<file path="src/verilog/scu_pkg.sv">
package scu_pkg;

    // ------------------------------
    // Field widths
    // ------------------------------
    localparam int unsigned SCU_DATA_W      = 4;
    localparam int unsigned SCU_OP_W        = 2;
    localparam int unsigned SCU_ADDR_W      = 2;
    // Op, then addr, then data in the low bits
    localparam int unsigned SCU_DR_W        = SCU_OP_W + SCU_ADDR_W + SCU_DATA_W;
    // Flops per status synchronizer
    localparam int unsigned SCU_SYNC_STAGES = 2;

    // Register operations
    typedef enum logic [SCU_OP_W-1:0] {
        OP_WRITE   = 2'd0,
        OP_READ    = 2'd1,
        OP_SETBITS = 2'd2,
        OP_CLRBITS = 2'd3
    } scu_op_e;

    // Register map
    typedef enum logic [SCU_ADDR_W-1:0] {
        ADDR_CONTROL = 2'd0,
        ADDR_MODE    = 2'd1,
        ADDR_STATUS  = 2'd2,
        ADDR_STICKY  = 2'd3
    } scu_addr_e;

    // Scan data register, LSB shifted out first
    typedef struct packed {
        scu_op_e               op;
        scu_addr_e             addr;
        logic [SCU_DATA_W-1:0] data;
    } scu_dr_s;

    // ------------------------------
    // One CSR word, three views
    // ------------------------------
    typedef struct packed {
        logic [1:0] spare;
        logic       core_reset;
        logic       sys_reset;
    } scu_ctrl_s;

    typedef struct packed {
        logic [1:0] spare;
        logic       hdu_rst_bhv;
        logic       dm_rst_bhv;
    } scu_mode_s;

    // 1 means the reset is asserted
    typedef struct packed {
        logic hdu;
        logic dm;
        logic core;
        logic sys;
    } scu_status_s;

    typedef union packed {
        scu_ctrl_s   ctrl;
        scu_mode_s   mode;
        scu_status_s status;
    } scu_csr_word_u;

endpackage

</file>
<file path="src/verilog/scu_ifs.sv">
// ------------------------------
// Scan chain to CSR file
// ------------------------------
interface csr_access_if;

    // Update strobe, one cycle
    logic                             upd;
    scu_pkg::scu_op_e                 op;
    scu_pkg::scu_addr_e               addr;
    // Operand from the shift register
    logic [scu_pkg::SCU_DATA_W-1:0]   data;
    // Outcome of the operation, combinational
    logic [scu_pkg::SCU_DATA_W-1:0]   result;

    modport chain (
        output upd,
        output op,
        output addr,
        output data,
        input  result
    );

    modport csr (
        input  upd,
        input  op,
        input  addr,
        input  data,
        output result
    );

endinterface

// ------------------------------
// CSR file to reset generator
// ------------------------------
interface rst_ctrl_if;

    // Registered CONTROL and MODE
    scu_pkg::scu_csr_word_u ctrl_word;
    scu_pkg::scu_csr_word_u mode_word;
    // Reset status, synchronized
    scu_pkg::scu_csr_word_u status_word;

    modport ctrl (
        output ctrl_word,
        output mode_word,
        input  status_word
    );

    modport gen (
        input  ctrl_word,
        input  mode_word,
        output status_word
    );

endinterface

</file>
<file path="src/verilog/scu_rst_qlfy_cell.sv">
module scu_rst_qlfy_cell (
    input  logic clk,
    input  logic pwrup_rst_n_sync,
    input  logic rst_n_in_i,
    output logic qlfy_o,
    output logic rst_n_o
);

    // Qualifier stage, then reset stage
    logic qlfy_ff;
    logic rst_n_ff;

    // Qualifier leads the reset by one cycle
    // on both edges
    always_ff @(posedge clk, negedge pwrup_rst_n_sync) begin
        if (~pwrup_rst_n_sync) begin
            qlfy_ff  <= 1'b0;
            rst_n_ff <= 1'b0;
        end else begin
            qlfy_ff  <= rst_n_in_i;
            rst_n_ff <= qlfy_ff;
        end
    end

    assign qlfy_o  = qlfy_ff;
    // Reset output doubles as status
    assign rst_n_o = rst_n_ff;

endmodule

</file>
<file path="src/verilog/scu_scan_chain.sv">
module scu_scan_chain (
    input  logic          clk,
    input  logic          pwrup_rst_n_sync,
    input  logic          ch_sel_i,
    input  logic          ch_capture_i,
    input  logic          ch_shift_i,
    input  logic          ch_update_i,
    input  logic          ch_tdi_i,
    output logic          ch_tdo_o,
    csr_access_if.chain   csr
);

    // Gated tap strobes
    logic             cap_req;
    logic             shft_req;
    logic             upd_req;

    // Shift and shadow registers
    scu_pkg::scu_dr_s shift_ff;
    scu_pkg::scu_dr_s shift_next;
    logic             shift_en;
    scu_pkg::scu_dr_s shadow_ff;

    // ------------------------------
    // Strobe decode
    // ------------------------------

    // Only act while this chain is selected
    assign cap_req  = ch_sel_i & ch_capture_i;
    assign shft_req = ch_sel_i & ch_shift_i;
    assign upd_req  = ch_sel_i & ch_update_i;

    // ------------------------------
    // Shift register
    // ------------------------------

    assign shift_en = cap_req | shft_req;

    // Capture wins over shift
    always_comb begin
        if (cap_req) begin
            shift_next = shadow_ff;
        end else begin
            // TDI enters at the MSB
            shift_next = {ch_tdi_i, shift_ff[scu_pkg::SCU_DR_W-1:1]};
        end
    end

    always_ff @(posedge clk, negedge pwrup_rst_n_sync) begin
        if (~pwrup_rst_n_sync) begin
            shift_ff <= '0;
        end else if (shift_en) begin
            shift_ff <= shift_next;
        end
    end

    // LSB goes out first
    assign ch_tdo_o = shift_ff[0];

    // ------------------------------
    // Shadow register
    // ------------------------------

    // Keeps op and addr, data becomes the operation result
    always_ff @(posedge clk, negedge pwrup_rst_n_sync) begin
        if (~pwrup_rst_n_sync) begin
            shadow_ff <= '0;
        end else if (upd_req) begin
            shadow_ff.op   <= shift_ff.op;
            shadow_ff.addr <= shift_ff.addr;
            shadow_ff.data <= csr.result;
        end
    end

    // Request towards the CSR file
    assign csr.upd  = upd_req;
    assign csr.op   = shift_ff.op;
    assign csr.addr = shift_ff.addr;
    assign csr.data = shift_ff.data;

endmodule

</file>
<file path="src/verilog/scu_csr_file.sv">
module scu_csr_file (
    input  logic        clk,
    input  logic        pwrup_rst_n_sync,
    csr_access_if.csr   acc,
    rst_ctrl_if.ctrl    rst
);

    // Stored registers
    scu_pkg::scu_csr_word_u          ctrl_ff;
    scu_pkg::scu_csr_word_u          mode_ff;
    logic [scu_pkg::SCU_DATA_W-1:0]  sticky_ff;

    // Status edge detect
    logic [scu_pkg::SCU_DATA_W-1:0]  status_dly;
    logic [scu_pkg::SCU_DATA_W-1:0]  status_rise;

    // Access path
    logic [scu_pkg::SCU_DATA_W-1:0]  rd_data;
    logic                            wr_req;
    logic                            ctrl_wr;
    logic                            mode_wr;
    logic                            sticky_wr;

    // ------------------------------
    // Read mux and result
    // ------------------------------

    always_comb begin
        rd_data = '0;
        case (acc.addr)
            scu_pkg::ADDR_CONTROL: rd_data = ctrl_ff;
            scu_pkg::ADDR_MODE:    rd_data = mode_ff;
            scu_pkg::ADDR_STATUS:  rd_data = rst.status_word;
            scu_pkg::ADDR_STICKY:  rd_data = sticky_ff;
        endcase
    end

    always_comb begin
        acc.result = rd_data;
        case (acc.op)
            scu_pkg::OP_WRITE:   acc.result = acc.data;
            scu_pkg::OP_READ:    acc.result = rd_data;
            scu_pkg::OP_SETBITS: acc.result = rd_data | acc.data;
            scu_pkg::OP_CLRBITS: acc.result = rd_data & ~acc.data;
        endcase
    end

    // ------------------------------
    // Write select
    // ------------------------------

    assign wr_req    = acc.upd & (acc.op != scu_pkg::OP_READ);
    assign ctrl_wr   = wr_req & (acc.addr == scu_pkg::ADDR_CONTROL);
    assign mode_wr   = wr_req & (acc.addr == scu_pkg::ADDR_MODE);
    // Sticky bits only clear from the debugger
    assign sticky_wr = acc.upd & (acc.op == scu_pkg::OP_CLRBITS)
                     & (acc.addr == scu_pkg::ADDR_STICKY);

    // CONTROL and MODE, spare bits included
    always_ff @(posedge clk, negedge pwrup_rst_n_sync) begin
        if (~pwrup_rst_n_sync) begin
            ctrl_ff <= '0;
            mode_ff <= '0;
        end else begin
            if (ctrl_wr) begin
                ctrl_ff <= acc.result;
            end
            if (mode_wr) begin
                mode_ff <= acc.result;
            end
        end
    end

    assign rst.ctrl_word = ctrl_ff;
    assign rst.mode_word = mode_ff;

    // ------------------------------
    // Sticky status
    // ------------------------------

    always_ff @(posedge clk, negedge pwrup_rst_n_sync) begin
        if (~pwrup_rst_n_sync) begin
            status_dly <= '0;
        end else begin
            status_dly <= rst.status_word;
        end
    end

    // Reset just asserted
    assign status_rise = rst.status_word & ~status_dly;

    // A new edge beats a clear in the same cycle
    always_ff @(posedge clk, negedge pwrup_rst_n_sync) begin
        if (~pwrup_rst_n_sync) begin
            sticky_ff <= '0;
        end else begin
            for (int i = 0; i < scu_pkg::SCU_DATA_W; i++) begin
                if (status_rise[i]) begin
                    sticky_ff[i] <= 1'b1;
                end else if (sticky_wr) begin
                    sticky_ff[i] <= acc.result[i];
                end
            end
        end
    end

endmodule

</file>
<file path="src/verilog/scu_reset_gen.sv">
module scu_reset_gen (
    input  logic       clk,
    input  logic       pwrup_rst_n_sync,
    input  logic       rst_n_i,
    input  logic       ndm_rst_n_i,
    input  logic       hart_rst_n_i,
    rst_ctrl_if.gen    rst,
    output logic       sys_rst_n_o,
    output logic       core_rst_n_o,
    output logic       dm_rst_n_o,
    output logic       hdu_rst_n_o,
    output logic       sys_rdc_qlfy_o,
    output logic       core_rdc_qlfy_o,
    output logic       hdu2dm_rdc_qlfy_o
);

    // Cell inputs, active low
    logic                                    sys_rst_n_in;
    logic                                    core_rst_n_in;
    logic                                    hdu_rst_n_in;
    logic                                    dm_rst_n_in;
    logic                                    dm_rst_n_ff;

    // Status syncs for sys, core, hdu
    logic [2:0]                              sync_in;
    logic [2:0][scu_pkg::SCU_SYNC_STAGES-1:0] sync_ff;
    scu_pkg::scu_csr_word_u                  status_w;

    // ------------------------------
    // Reset equations
    // ------------------------------

    // Debugger request, non-DM reset, regular reset
    assign sys_rst_n_in  = ~rst.ctrl_word.ctrl.sys_reset & ndm_rst_n_i & rst_n_i;
    // Core also follows hart reset and its own bit
    assign core_rst_n_in = sys_rst_n_in & hart_rst_n_i & ~rst.ctrl_word.ctrl.core_reset;
    // HDU may be kept out of core reset
    assign hdu_rst_n_in  = rst.mode_word.mode.hdu_rst_bhv | core_rst_n_in;
    // DM only reset by sys_reset when enabled
    assign dm_rst_n_in   = ~rst.mode_word.mode.dm_rst_bhv | ~rst.ctrl_word.ctrl.sys_reset;

    // ------------------------------
    // Qualified resets
    // ------------------------------

    scu_rst_qlfy_cell u_sys (
        .clk              (clk),
        .pwrup_rst_n_sync (pwrup_rst_n_sync),
        .rst_n_in_i       (sys_rst_n_in),
        .qlfy_o           (sys_rdc_qlfy_o),
        .rst_n_o          (sys_rst_n_o)
    );

    scu_rst_qlfy_cell u_core (
        .clk              (clk),
        .pwrup_rst_n_sync (pwrup_rst_n_sync),
        .rst_n_in_i       (core_rst_n_in),
        .qlfy_o           (core_rdc_qlfy_o),
        .rst_n_o          (core_rst_n_o)
    );

    scu_rst_qlfy_cell u_hdu (
        .clk              (clk),
        .pwrup_rst_n_sync (pwrup_rst_n_sync),
        .rst_n_in_i       (hdu_rst_n_in),
        .qlfy_o           (hdu2dm_rdc_qlfy_o),
        .rst_n_o          (hdu_rst_n_o)
    );

    // DM reset buffer, one flop
    always_ff @(posedge clk, negedge pwrup_rst_n_sync) begin
        if (~pwrup_rst_n_sync) begin
            dm_rst_n_ff <= 1'b0;
        end else begin
            dm_rst_n_ff <= dm_rst_n_in;
        end
    end

    assign dm_rst_n_o = dm_rst_n_ff;

    // ------------------------------
    // Status synchronizers
    // ------------------------------

    // Asserted resets as ones
    assign sync_in = {~hdu_rst_n_o, ~core_rst_n_o, ~sys_rst_n_o};

    // Clears to "no reset"
    always_ff @(posedge clk, negedge pwrup_rst_n_sync) begin
        if (~pwrup_rst_n_sync) begin
            sync_ff <= '0;
        end else begin
            for (int i = 0; i < 3; i++) begin
                sync_ff[i] <= {sync_ff[i][scu_pkg::SCU_SYNC_STAGES-2:0], sync_in[i]};
            end
        end
    end

    always_comb begin
        status_w             = '0;
        status_w.status.sys  = sync_ff[0][scu_pkg::SCU_SYNC_STAGES-1];
        status_w.status.core = sync_ff[1][scu_pkg::SCU_SYNC_STAGES-1];
        status_w.status.hdu  = sync_ff[2][scu_pkg::SCU_SYNC_STAGES-1];
        // Already in this domain
        status_w.status.dm   = ~dm_rst_n_ff;
    end

    assign rst.status_word = status_w;

endmodule

</file>
<file path="src/verilog/scu_top.sv">
module scu_top (
    input  logic clk,
    input  logic pwrup_rst_n_sync,

    // External reset requests
    input  logic rst_n_i,
    input  logic ndm_rst_n_i,
    input  logic hart_rst_n_i,

    // Tap chain
    input  logic ch_sel_i,
    input  logic ch_capture_i,
    input  logic ch_shift_i,
    input  logic ch_update_i,
    input  logic ch_tdi_i,
    output logic ch_tdo_o,

    // Generated resets
    output logic sys_rst_n_o,
    output logic core_rst_n_o,
    output logic dm_rst_n_o,
    output logic hdu_rst_n_o,

    // Synchronized status, 1 is in reset
    output logic sys_rst_status_o,
    output logic core_rst_status_o,

    // RDC qualifiers
    output logic sys_rdc_qlfy_o,
    output logic core_rdc_qlfy_o,
    output logic hdu2dm_rdc_qlfy_o
);

    csr_access_if u_csr_bus ();
    rst_ctrl_if   u_rst_bus ();

    // ------------------------------
    // Debugger access path
    // ------------------------------

    scu_scan_chain u_scan_chain (
        .clk              (clk),
        .pwrup_rst_n_sync (pwrup_rst_n_sync),
        .ch_sel_i         (ch_sel_i),
        .ch_capture_i     (ch_capture_i),
        .ch_shift_i       (ch_shift_i),
        .ch_update_i      (ch_update_i),
        .ch_tdi_i         (ch_tdi_i),
        .ch_tdo_o         (ch_tdo_o),
        .csr              (u_csr_bus.chain)
    );

    // Sits between chain and reset logic
    scu_csr_file u_csr_file (
        .clk              (clk),
        .pwrup_rst_n_sync (pwrup_rst_n_sync),
        .acc              (u_csr_bus.csr),
        .rst              (u_rst_bus.ctrl)
    );

    // ------------------------------
    // Reset generation
    // ------------------------------

    scu_reset_gen u_reset_gen (
        .clk               (clk),
        .pwrup_rst_n_sync  (pwrup_rst_n_sync),
        .rst_n_i           (rst_n_i),
        .ndm_rst_n_i       (ndm_rst_n_i),
        .hart_rst_n_i      (hart_rst_n_i),
        .rst               (u_rst_bus.gen),
        .sys_rst_n_o       (sys_rst_n_o),
        .core_rst_n_o      (core_rst_n_o),
        .dm_rst_n_o        (dm_rst_n_o),
        .hdu_rst_n_o       (hdu_rst_n_o),
        .sys_rdc_qlfy_o    (sys_rdc_qlfy_o),
        .core_rdc_qlfy_o   (core_rdc_qlfy_o),
        .hdu2dm_rdc_qlfy_o (hdu2dm_rdc_qlfy_o)
    );

    // Status view of the shared word
    assign sys_rst_status_o  = u_rst_bus.status_word.status.sys;
    assign core_rst_status_o = u_rst_bus.status_word.status.core;

endmodule

</file>
<file path="config.mk">
export PLATFORM = sky130hd
export DESIGN_NAME = scu_top
export DESIGN_NICKNAME = d
export VERILOG_FILES = /design/src/verilog/scu_pkg.sv /design/src/verilog/scu_ifs.sv /design/src/verilog/scu_rst_qlfy_cell.sv /design/src/verilog/scu_scan_chain.sv /design/src/verilog/scu_csr_file.sv /design/src/verilog/scu_reset_gen.sv /design/src/verilog/scu_top.sv
export SDC_FILE = /design/constraint.sdc
export NUM_CORES = 1
export LEC_CHECK = 0
export BUFFER_PORTS_ARGS = -buffer_cell sky130_fd_sc_hd__buf_2
export CORE_MARGIN = 2
export CORE_UTILIZATION = 54
export CTS_BUF_LIST = sky130_fd_sc_hd__clkbuf_8
export DETAILED_ROUTE_END_ITERATION = 10
export PLACE_DENSITY = 0.85
export SKIP_CTS_REPAIR_TIMING = 1
export SLEW_MARGIN = 30
export SYNTH_ARGS = -nofsm -noshare
export SYNTH_HDL_FRONTEND = slang
export SYNTH_SLANG_ARGS = --single-unit
</file>
<file path="constraint.sdc">
create_clock -name clk -period 1.53 [get_ports clk]
set_input_delay 0.459 -clock clk [delete_from_list [all_inputs] [get_ports clk]]
set_output_delay 0.459 -clock clk [all_outputs]
set_load 0.05 [all_outputs]
</file>
; Word-level counts from Yosys, hierarchy flattened
; Cells that the tools add are included.
[totals]
ff_bits = 45
out_inout_bits = 10
[op_classes]
eq_ne = 7
muxes = 11
n_bitwise = 27
n_reduce_logical = 6
[ops]
columns = cell, count
row1 = $pmux W4 S4, 2
row2 = $and A1 B1 Y1, 12
row3 = $and A4 B4 Y4, 2
row4 = $eq A2 B2 Y1 const B, 4
row5 = $mux W1, 8
row6 = $mux W8, 1
row7 = $not A4 Y4, 2
row8 = $reduce_bool A2 Y1, 4
row9 = $not A1 Y1, 7
row10 = $eq A2 B1 Y1 const B, 2
row11 = $logic_not A2 Y1, 2
row12 = $or A4 B4 Y4, 1
row13 = $or A1 B1 Y1, 3
row14 = $ne A2 B1 Y1 const B, 1

; Depth between registers and ports, before layout
; Gate-level depths: netlist of the first run.
[logic_depth]
depth_word = 6
mapped_depth = 5
ltp_nobuf = 4

; Cells and area by module
; Synthesis of the first run repeated with hierarchy kept, for this count alone.
[unflattened]
hier_cells = 187
area_unflattened_um2 = 2103.3
[by_module_without_submodules]
columns = mod, instances, cells_each, area_each_um2, seq_area_each_um2
row1 = scu_csr_file, 1, 96, 959.7, 400.4
row2 = scu_scan_chain, 1, 65, 732.0, 400.4
row3 = scu_reset_gen, 1, 20, 261.5, 175.2
row4 = scu_rst_qlfy_cell, 3, 2, 50.0, 50.0

; Worst setup path after synthesis of the first run
; No wires, ideal clock.
[synth_timing]
path_type = reg-to-reg
from = reg u_reset_gen.sync_ff, in the netlist u_reset_gen.rst.status_word[0]
to = reg u_csr_file.mode_ff, in the netlist u_csr_file.rst.mode_word[0]
setup_ns = 0.125
t_arrival_ns = 1.561
path_slack_ns = -0.157
path_stages_with_launch = 4
path_cell_list = dfrtp_1 > mux4_2 > o211a_1 > mux2_4
[synth_via]
elab_chain_len = 3
elab_cells_between_ends = 4
[synth_lines]
columns = element, line_no
row1 = from (decl), scu_reset_gen.sv:26  ; logic [2:0][scu_pkg::SCU_SYNC_STAGES-1:0] sync_ff;
row2 = "from (signal, indexed assignment)", scu_reset_gen.sv:94  ; sync_ff[i] <= {sync_ff[i][scu_pkg::SCU_SYNC_STAGES-2:0], sync_in[i]};
row3 = $pmux W4 S4 *, scu_csr_file.sv:30  ; case (acc.addr)
row4 = $and A4 B4 Y4 or $or A4 B4 Y4 (tied branches), "scu_csr_file.sv:44, scu_csr_file.sv:43"
row5 = $pmux W4 S4 *, scu_csr_file.sv:40  ; case (acc.op)
row6 = to (signal assigned), scu_csr_file.sv:69  ; mode_ff <= acc.result;
row7 = to (decl), scu_csr_file.sv:10  ; scu_pkg::scu_csr_word_u mode_ff;
; Every way passes the cells marked *; elsewhere a longest branch is shown, timed or not.
; A chain may end at the register's enable or synchronous reset.

; Final worst setup path of the first run
[layout_timing]
from = reg u_scan_chain.shift_ff, in the netlist u_scan_chain.csr.addr[1]
to = reg u_csr_file.ctrl_ff, in the netlist u_csr_file.rst.ctrl_word[0]
[layout_via]
elab_chain_len = 4
elab_cells_between_ends = 9
[layout_lines]
columns = element, line_no
row1 = from (decl), scu_scan_chain.sv:19  ; scu_pkg::scu_dr_s shift_ff;
row2 = from (signal assigned), scu_scan_chain.sv:53  ; shift_ff <= shift_next;
row3 = "$eq A2 B2 Y1, or another cell as far along", scu_csr_file.sv:30
row4 = $pmux W4 S4, scu_csr_file.sv:30
row5 = $and A4 B4 Y4 or $or A4 B4 Y4 (tied branches), "scu_csr_file.sv:44, scu_csr_file.sv:43"
row6 = $pmux W4 S4, scu_csr_file.sv:40
row7 = to (signal assigned), scu_csr_file.sv:66  ; ctrl_ff <= acc.result;
row8 = to (decl), scu_csr_file.sv:9  ; scu_pkg::scu_csr_word_u ctrl_ff;
; Parallel ways exist; a longest one is shown, timed or not.

==> metrics.yaml, run 1 <==
layout:
  antenna_cells: 0
  post_route_cells_drive_above_1_share_pct: 35.50
  finalNonFillerCells: 246
  syn_to_final_growth_pct: 23.50
  nNetsFinal: 209
  finish.utilization_pct: 69.79
worst_setup_path:
  worst_ep_required_time_ps: 1720
  crit_type: "register to register"
  cpPeakStageDelay_ps: 430
  endpoint_kind: "register"
  crit_fanout: 7
  reg2regPathDepth: 4
  crit_chain: "buf_6 -> mux4_2 -> o211a_4 -> mux2_4"
  cp.arrival_ps: 1730
  startpoint_type: "register"
  crit_slowest_cell: "dfrtp_1"
timing:
  max-slew-margin-rel_pct: 61.29
  maxSlewViolCount: 0
  fin_crit_sh_pct: 100.5
  fmax_ghz: 0.6503
  period_needed_ps: 1538
  hold_viol_final: 0
  finalSetupViolCount: 2
  fin_ws_ps: -7.791
  rsz0062_at_grt: "yes"
  worstMarginPinSlew_ps: 576.7
  finalClockSkew_ps: 10.79
clocking:
  clk_root_buffer_cell: "clkbuf_8"
  cts_num_sinks: 45
  cts_tree: "yes"
  numCtsBuffers: 5
  clk_latency_ps: 310
  cts_max_path_buffers: 2
  path_clk_slew_ps: 80
  htreeDepth: 2
pwr:
  p_per_area_nw_per_um2: 1602
  irDropWorstVdd_uv: 925.1
  power_leakage_nw: 1.132
yosys:
  yosysTopAreaCellShare_pct: 59.25
  synth-edff-count: 0
  async_reset_ff_share_pct: 100.0
  synth_top_flop_cell: "dfrtp_1"
  synthTopCellsByArea: "dfrtp_1 (59%), a22o_1 (7.4%), nand2_1 (3.8%)"
  synth_common_cells: "dfrtp_1 (45), nand2_1 (19), a22o_1 (16)"
  synth-seq-cells: 45
  ys_seq_area_share_pct: 59.25
  synth_cell_types: 32
  ys_warn_count: 0
  yosysMostFrequentCell: "dfrtp_1"
  synth_cells: 157
  syn_nets: 167
  syn_area_um2: 1901
  avgSynthCellArea_um2: 12.11
  synth_area_leader_cell: "dfrtp_1"
worst_hold_path:
  hp-class: "input port to async pin"
place:
  dp_hpwl_um: 2874
  place.gp.congestion: 0.8274
  dp_cells: 232
  port-buffer-count: 19
grt:
  use_met2_pct: 35.13
  first_global_vias: 1380
  use_met3_pct: 6.607
  grt.busiest_layer: "met2"
  grt_max_degree: 19
  track_usage_pct: 21.63
  grt_pass1_wl_um: 6534
  antenna_found_initial: 0
  gr-usage-met1_pct: 26.94
  overflow: 0
run_status:
  status: "complete, but fails checks"
  violations: "setup timing"
detailed_routing:
  ant_nets: 0
  wire_per_inst_um: 16.68
  num_vias: 1405
  finalWirelength_um: 4104
  drc: 0
  first_iter_violations: 111
  vias_per_cell: 5.711
  first_pass_iters: 4
floorplan:
  rows: 21
  die_width_um: 63.33
  ioPinCount: 20
  core_um2: 3363
  dieArea_um2: 4010
  die_y_um: 63.33
  start_util_pct: 56.51
flow_run:
  max_cap_violations: 0
placed cells by master (no fill, tap or decap), drive strengths merged, types with 2 or more instances in the layout:
master / Yosys / layout
inv: 10 / 11
dfrtp: 45 / 45
nand3: 3 / 3
nand2: 20 / 20
mux2i: 4 / 4
mux4: 3 / 3
a31oi: 4 / 4
nor2b: 6 / 6
o21ai: 10 / 10
nor4: 2 / 2
mux2: 5 / 5
buf: 3 / 43
nand2b: 3 / 3
a21oi: 2 / 2
nor2: 6 / 6
a22o: 16 / 16
o221ai: 2 / 2
clkbuf: 5 / 5
area by class of cell:
cell class	count	area (um^2)
Sequential cell	45	1129
Fill cell	264	1016
Multi-Input combinational cell	94	718.2
Timing Repair Buffer	43	294.0
Clock buffer	5	68.82
Tap cell	46	57.56
Clock inverter	3	42.54
Inverter	10	37.54
through the flow:
step	hold slack (ps)	TNS, ps	setup WS (ps)	total power, mW	instance area [um^2]
final	64.45	-9.786	-7.791	3.760	2347
after global routing	82.95	-180.0	-47.23	3.958	2347
after detailed placement	338.1	-27.78	-14.36	2.809	2165
after CTS	62.32	-86.57	-37.96	3.687	2276
after floorplan	163.4	-137.0	-68.51	2.443	1903
after global placement	335.4	0	32.10	2.750	2165
cells by family (layout without fill, tap and decap cells):
group | Yosys count | after routing | share of synthesized area (%)
simple gates | 46 | 46 | 13.43
buf+inv | 18 | 61 | 4.015
compound gates | 36 | 36 | 14.29
flops | 45 | 45 | 59.25
mux | 12 | 12 | 9.019
critical path, delay by kind of cell, from the launching register on:
| family | cells | cell delay [ps] |
|---|---|---|
| muxes | 2 | 570 |
| AOI/OAI and AO/OA | 1 | 260 |
| buffers and inverters | 1 | 170 |
| DFF | 1 | 430 |
layer usage:
metal  vias up  part of all wire [%]
met3        10                   6.5
met1       709                    40
met2        49                    51
met4         0                   2.2
met5         -                     0
li1        637                     -
flip-flops by register name, indices dropped and copies added, names as in the netlist:
| signal | flops |
|---|---|
| u_reset_gen.u_hdu.qlfy_o | 1 |
| u_csr_file.rst.ctrl_word | 4 |
| u_scan_chain.shadow_ff | 8 |
| u_reset_gen.u_hdu.rst_n_o | 1 |
| u_csr_file.sticky_ff | 4 |
| u_reset_gen.sync_ff | 3 |
| u_reset_gen.u_core.rst_n_o | 1 |
| u_reset_gen.u_core.qlfy_o | 1 |
| u_reset_gen.u_sys.qlfy_o | 1 |
| u_csr_file.status_dly | 4 |
| u_reset_gen.rst.status_word | 3 |
| u_scan_chain.csr.data | 4 |
| u_reset_gen.u_sys.rst_n_o | 1 |
| u_scan_chain.csr.addr | 2 |
| u_csr_file.rst.mode_word | 4 |
| u_scan_chain.csr.op | 2 |
| u_reset_gen.dm_rst_n_o | 1 |
where the power goes:
| group | internal (mW) | switching (mW) | total (mW) | leakage (nW) |
|---|---|---|---|---|
| combinational | 0.543 | 0.660 | 1.20 | 0.535 |
| sequential | 1.49 | 0.195 | 1.68 | 0.538 |
| clock | 0.483 | 0.394 | 0.877 | 0.0595 |
worst paths after layout:
path                                                       from                                       end  slack (ps)
setup reg to reg           u_scan_chain.csr.addr[1]$_DFFE_PN0P_   u_csr_file.rst.ctrl_word[0]$_DFFE_PN0P_          -8
max in group asynchronous                      pwrup_rst_n_sync     u_scan_chain.shadow_ff[3]$_DFFE_PN0P_         960
hold / removal                                 pwrup_rst_n_sync   u_csr_file.rst.ctrl_word[2]$_DFFE_PN0P_          60
min in group clk               u_reset_gen.sync_ff[4]$_DFF_PN0_  u_reset_gen.rst.status_word[3]$_DFF_PN0_         360
setup / recovery           u_scan_chain.csr.addr[1]$_DFFE_PN0P_   u_csr_file.rst.ctrl_word[0]$_DFFE_PN0P_          -8
hold reg to reg                u_reset_gen.sync_ff[4]$_DFF_PN0_  u_reset_gen.rst.status_word[3]$_DFF_PN0_         360
Power figures use the tool's default switching activity.
==> run 2, diff against run 1 <==
--- a/config.mk
+++ b/config.mk
@@ -10,9 +10,11 @@
 export CORE_UTILIZATION = 54
 export CTS_BUF_LIST = sky130_fd_sc_hd__clkbuf_8
 export DETAILED_ROUTE_END_ITERATION = 10
+export GPL_TIMING_DRIVEN = 1
 export PLACE_DENSITY = 0.85
+export RECOVER_POWER = 25
 export SKIP_CTS_REPAIR_TIMING = 1
-export SLEW_MARGIN = 30
+export SLEW_MARGIN = 5
 export SYNTH_ARGS = -nofsm -noshare
 export SYNTH_HDL_FRONTEND = slang
 export SYNTH_SLANG_ARGS = --single-unit
==> run 2 against run 1 <==
Effect of this change:
- total power hardly changed
- routed wire length about the same
- the run still ends with setup timing left
- sequential share of layout area barely moved
- critical path type unchanged
- setup slack about the same
- clock power hardly changed
- die area stayed put
- first-iteration DRC count is the same
- combinational power hardly changed
==> metrics.yaml, run 2 (synthesis results as in run 1) <==
layout:
  antenna_cells: 0  # unchanged
  nNetsFinal: 209  # unchanged
  finish.utilization_pct: 69.75  # about the same
  finalNonFillerCells: 246  # unchanged
  largest_reg_flops: 8  # unchanged
  final_common_cell: "dfrtp_1"
  syn_to_final_growth_pct: 23.44  # about the same
  top_register: "u_scan_chain.shadow_ff"
  final_cell_mix: "dfrtp_1 (43), buf_4 (23), nand2_1 (19), buf_2 (17), a22o_1 (16)"
  nFillCells: 265  # +0.38%
  post_route_cells_drive_above_1_share_pct: 35.00  # -0.50 points
  design_area_um2: 2346  # about the same
grt:
  grt_pass1_wl_um: 6534  # unchanged
  track_usage_pct: 21.63  # unchanged
  overflow: 0  # unchanged
  first_global_vias: 1380  # unchanged
  grt_max_degree: 19  # unchanged
  antenna_found_initial: 0  # unchanged
floorplan:
  rows: 21  # unchanged
  die_width_um: 63.33  # unchanged
  dieArea_um2: 4010  # unchanged
  core_um2: 3363  # unchanged
  ioPinCount: 20  # unchanged
  die_y_um: 63.33  # unchanged
  start_util_pct: 56.51  # unchanged
run_status:
  violations: "setup timing"
  status: "complete, but fails checks"
clocking:
  htreeDepth: 2  # unchanged
  clk_root_buffer_cell: "clkbuf_8"
  cts_tree: "yes"
  clk_latency_ps: 310  # about the same
  path_clk_slew_ps: 80  # about the same
  cts_max_path_buffers: 2  # unchanged
  cts_num_sinks: 45  # unchanged
  numCtsBuffers: 5  # unchanged
pwr:
  irDropWorstVdd_uv: 925.0  # about the same
  power_leakage_nw: 1.130  # -0.24%
  swShare_pct: 33.19  # about the same
  fin_total_pwr_mw: 3.759  # about the same
  power_frac_seq_pct: 44.7  # about the same
  switchingPower_mw: 1.248  # about the same
  pwr-share-comb_pct: 32.0  # about the same
  p_per_area_nw_per_um2: 1602  # about the same
  intPower_mw: 2.511  # about the same
  p_clk_share_pct: 23.3  # about the same
worst_setup_path:
  crit_fanout: 7  # unchanged
  startpoint_type: "register"
  endpoint_kind: "register"
  cp-startpoint: "u_scan_chain.csr.addr[1]$_DFFE_PN0P_"
  worst_ep_required_time_ps: 1720  # about the same
  crit_type: "register to register"
  cp.arrival_ps: 1730  # about the same
  r2r-start: "u_scan_chain.csr.addr[1]$_DFFE_PN0P_"
timing:
  worstMarginPinSlew_ps: 948.2  # +371.5 ps
  hold_viol_final: 0  # unchanged
  rsz0062_at_grt: "yes"
  maxSlewViolCount: 0  # unchanged
  finalClockSkew_ps: 10.79  # +0.0001000 ps
  timing.hold.ws_ps: 268.3  # +203.9 ps
  fin_crit_sh_pct: 100.5  # about the same
  finalSetupViolCount: 2  # unchanged
  fin_ws_ps: -7.682  # +0.1093 ps
  fmax_ghz: 0.6503  # about the same
  period_needed_ps: 1538  # -0.1094 ps
  max-slew-margin-rel_pct: 36.79  # -25 points
detailed_routing:
  wire_per_inst_um: 16.67  # about the same
  first_pass_iters: 4  # unchanged
  vias_per_cell: 5.711  # unchanged
  num_vias: 1405  # unchanged
  drc: 0  # unchanged
  first_iter_violations: 111  # unchanged
  finalWirelength_um: 4100  # about the same
  ant_nets: 0  # unchanged
place:
  dp_cells: 232  # unchanged
  dp_hpwl_um: 2874  # unchanged
  place.gp.congestion: 0.8274  # unchanged
  port-buffer-count: 19  # unchanged
  dpl_cell_area_um2: 2165  # unchanged
flow_run:
  max_cap_violations: 0  # unchanged
worst_hold_path:
  hp-class: "input port to async pin"
run 2: per-stage QoR:
step	TNS, ps	setup WS (ps)
floorplan	-137.0	-68.51
global placement	0	32.10
detailed placement	-27.78	-14.36
CTS	-86.57	-37.96
global route	-180.0	-47.23
finish	-9.567	-7.682
run 2: power by group through the flow:
stage	clock, mW	combinational, mW	sequential [mW]
6_report	0.877	1.20	1.68
5_1_grt	0.929	1.31	1.72
3_5_place_dp	0	1.11	1.70
4_1_cts	0.897	1.11	1.68
3_3_place_gp	0	1.07	1.68
2_1_floorplan	0	0.597	1.85
run 2: final timing paths:
check | to | slack (ps) | cells after the start
worst max-delay path | u_csr_file.rst.ctrl_word[0]$_DFFE_PN0P_ | -8 | 4
worst min-delay path | u_csr_file.rst.ctrl_word[2]$_DFFE_PN0P_ | 270 | 1
worst max register to register | u_csr_file.rst.ctrl_word[0]$_DFFE_PN0P_ | -8 | 4
worst min register to register | u_reset_gen.rst.status_word[3]$_DFF_PN0_ | 360 | 0
max in group asynchronous | u_scan_chain.shadow_ff[3]$_DFFE_PN0P_ | 540 | 2
min in group clk | u_reset_gen.rst.status_word[3]$_DFF_PN0_ | 360 | 0
run 2: area by class of cell:
class / instances / area (um^2) / share of cell area [%]
flip-flops and latches: 45 / 1129 / 48.11
multi-input cells: 94 / 718.2 / 30.61
repair buffers: 43 / 292.8 / 12.48
clock buffers: 5 / 68.82 / 2.933
well taps: 46 / 57.56 / 2.453
clock inverters: 3 / 42.54 / 1.813
inverters: 10 / 37.54 / 1.600
run 2: layer usage:
| metal | GRT usage, % | vias to the layer above | share of wire, % |
|---|---|---|---|
| li1 | - | 638 | - |
| met1 | 26.94 | 708 | 40 |
| met2 | 35.13 | 49 | 51 |
| met3 | 6.607 | 10 | 6.4 |
| met4 | 8.967 | 0 | 2.2 |
| met5 | 0 | - | 0 |
run 2: worst max-delay path, stage by stage (launching register included):
cell and delay, ps:
dfrtp_1 430, buf_6 170, mux4_2 320, o211a_4 260
mux2_4 250
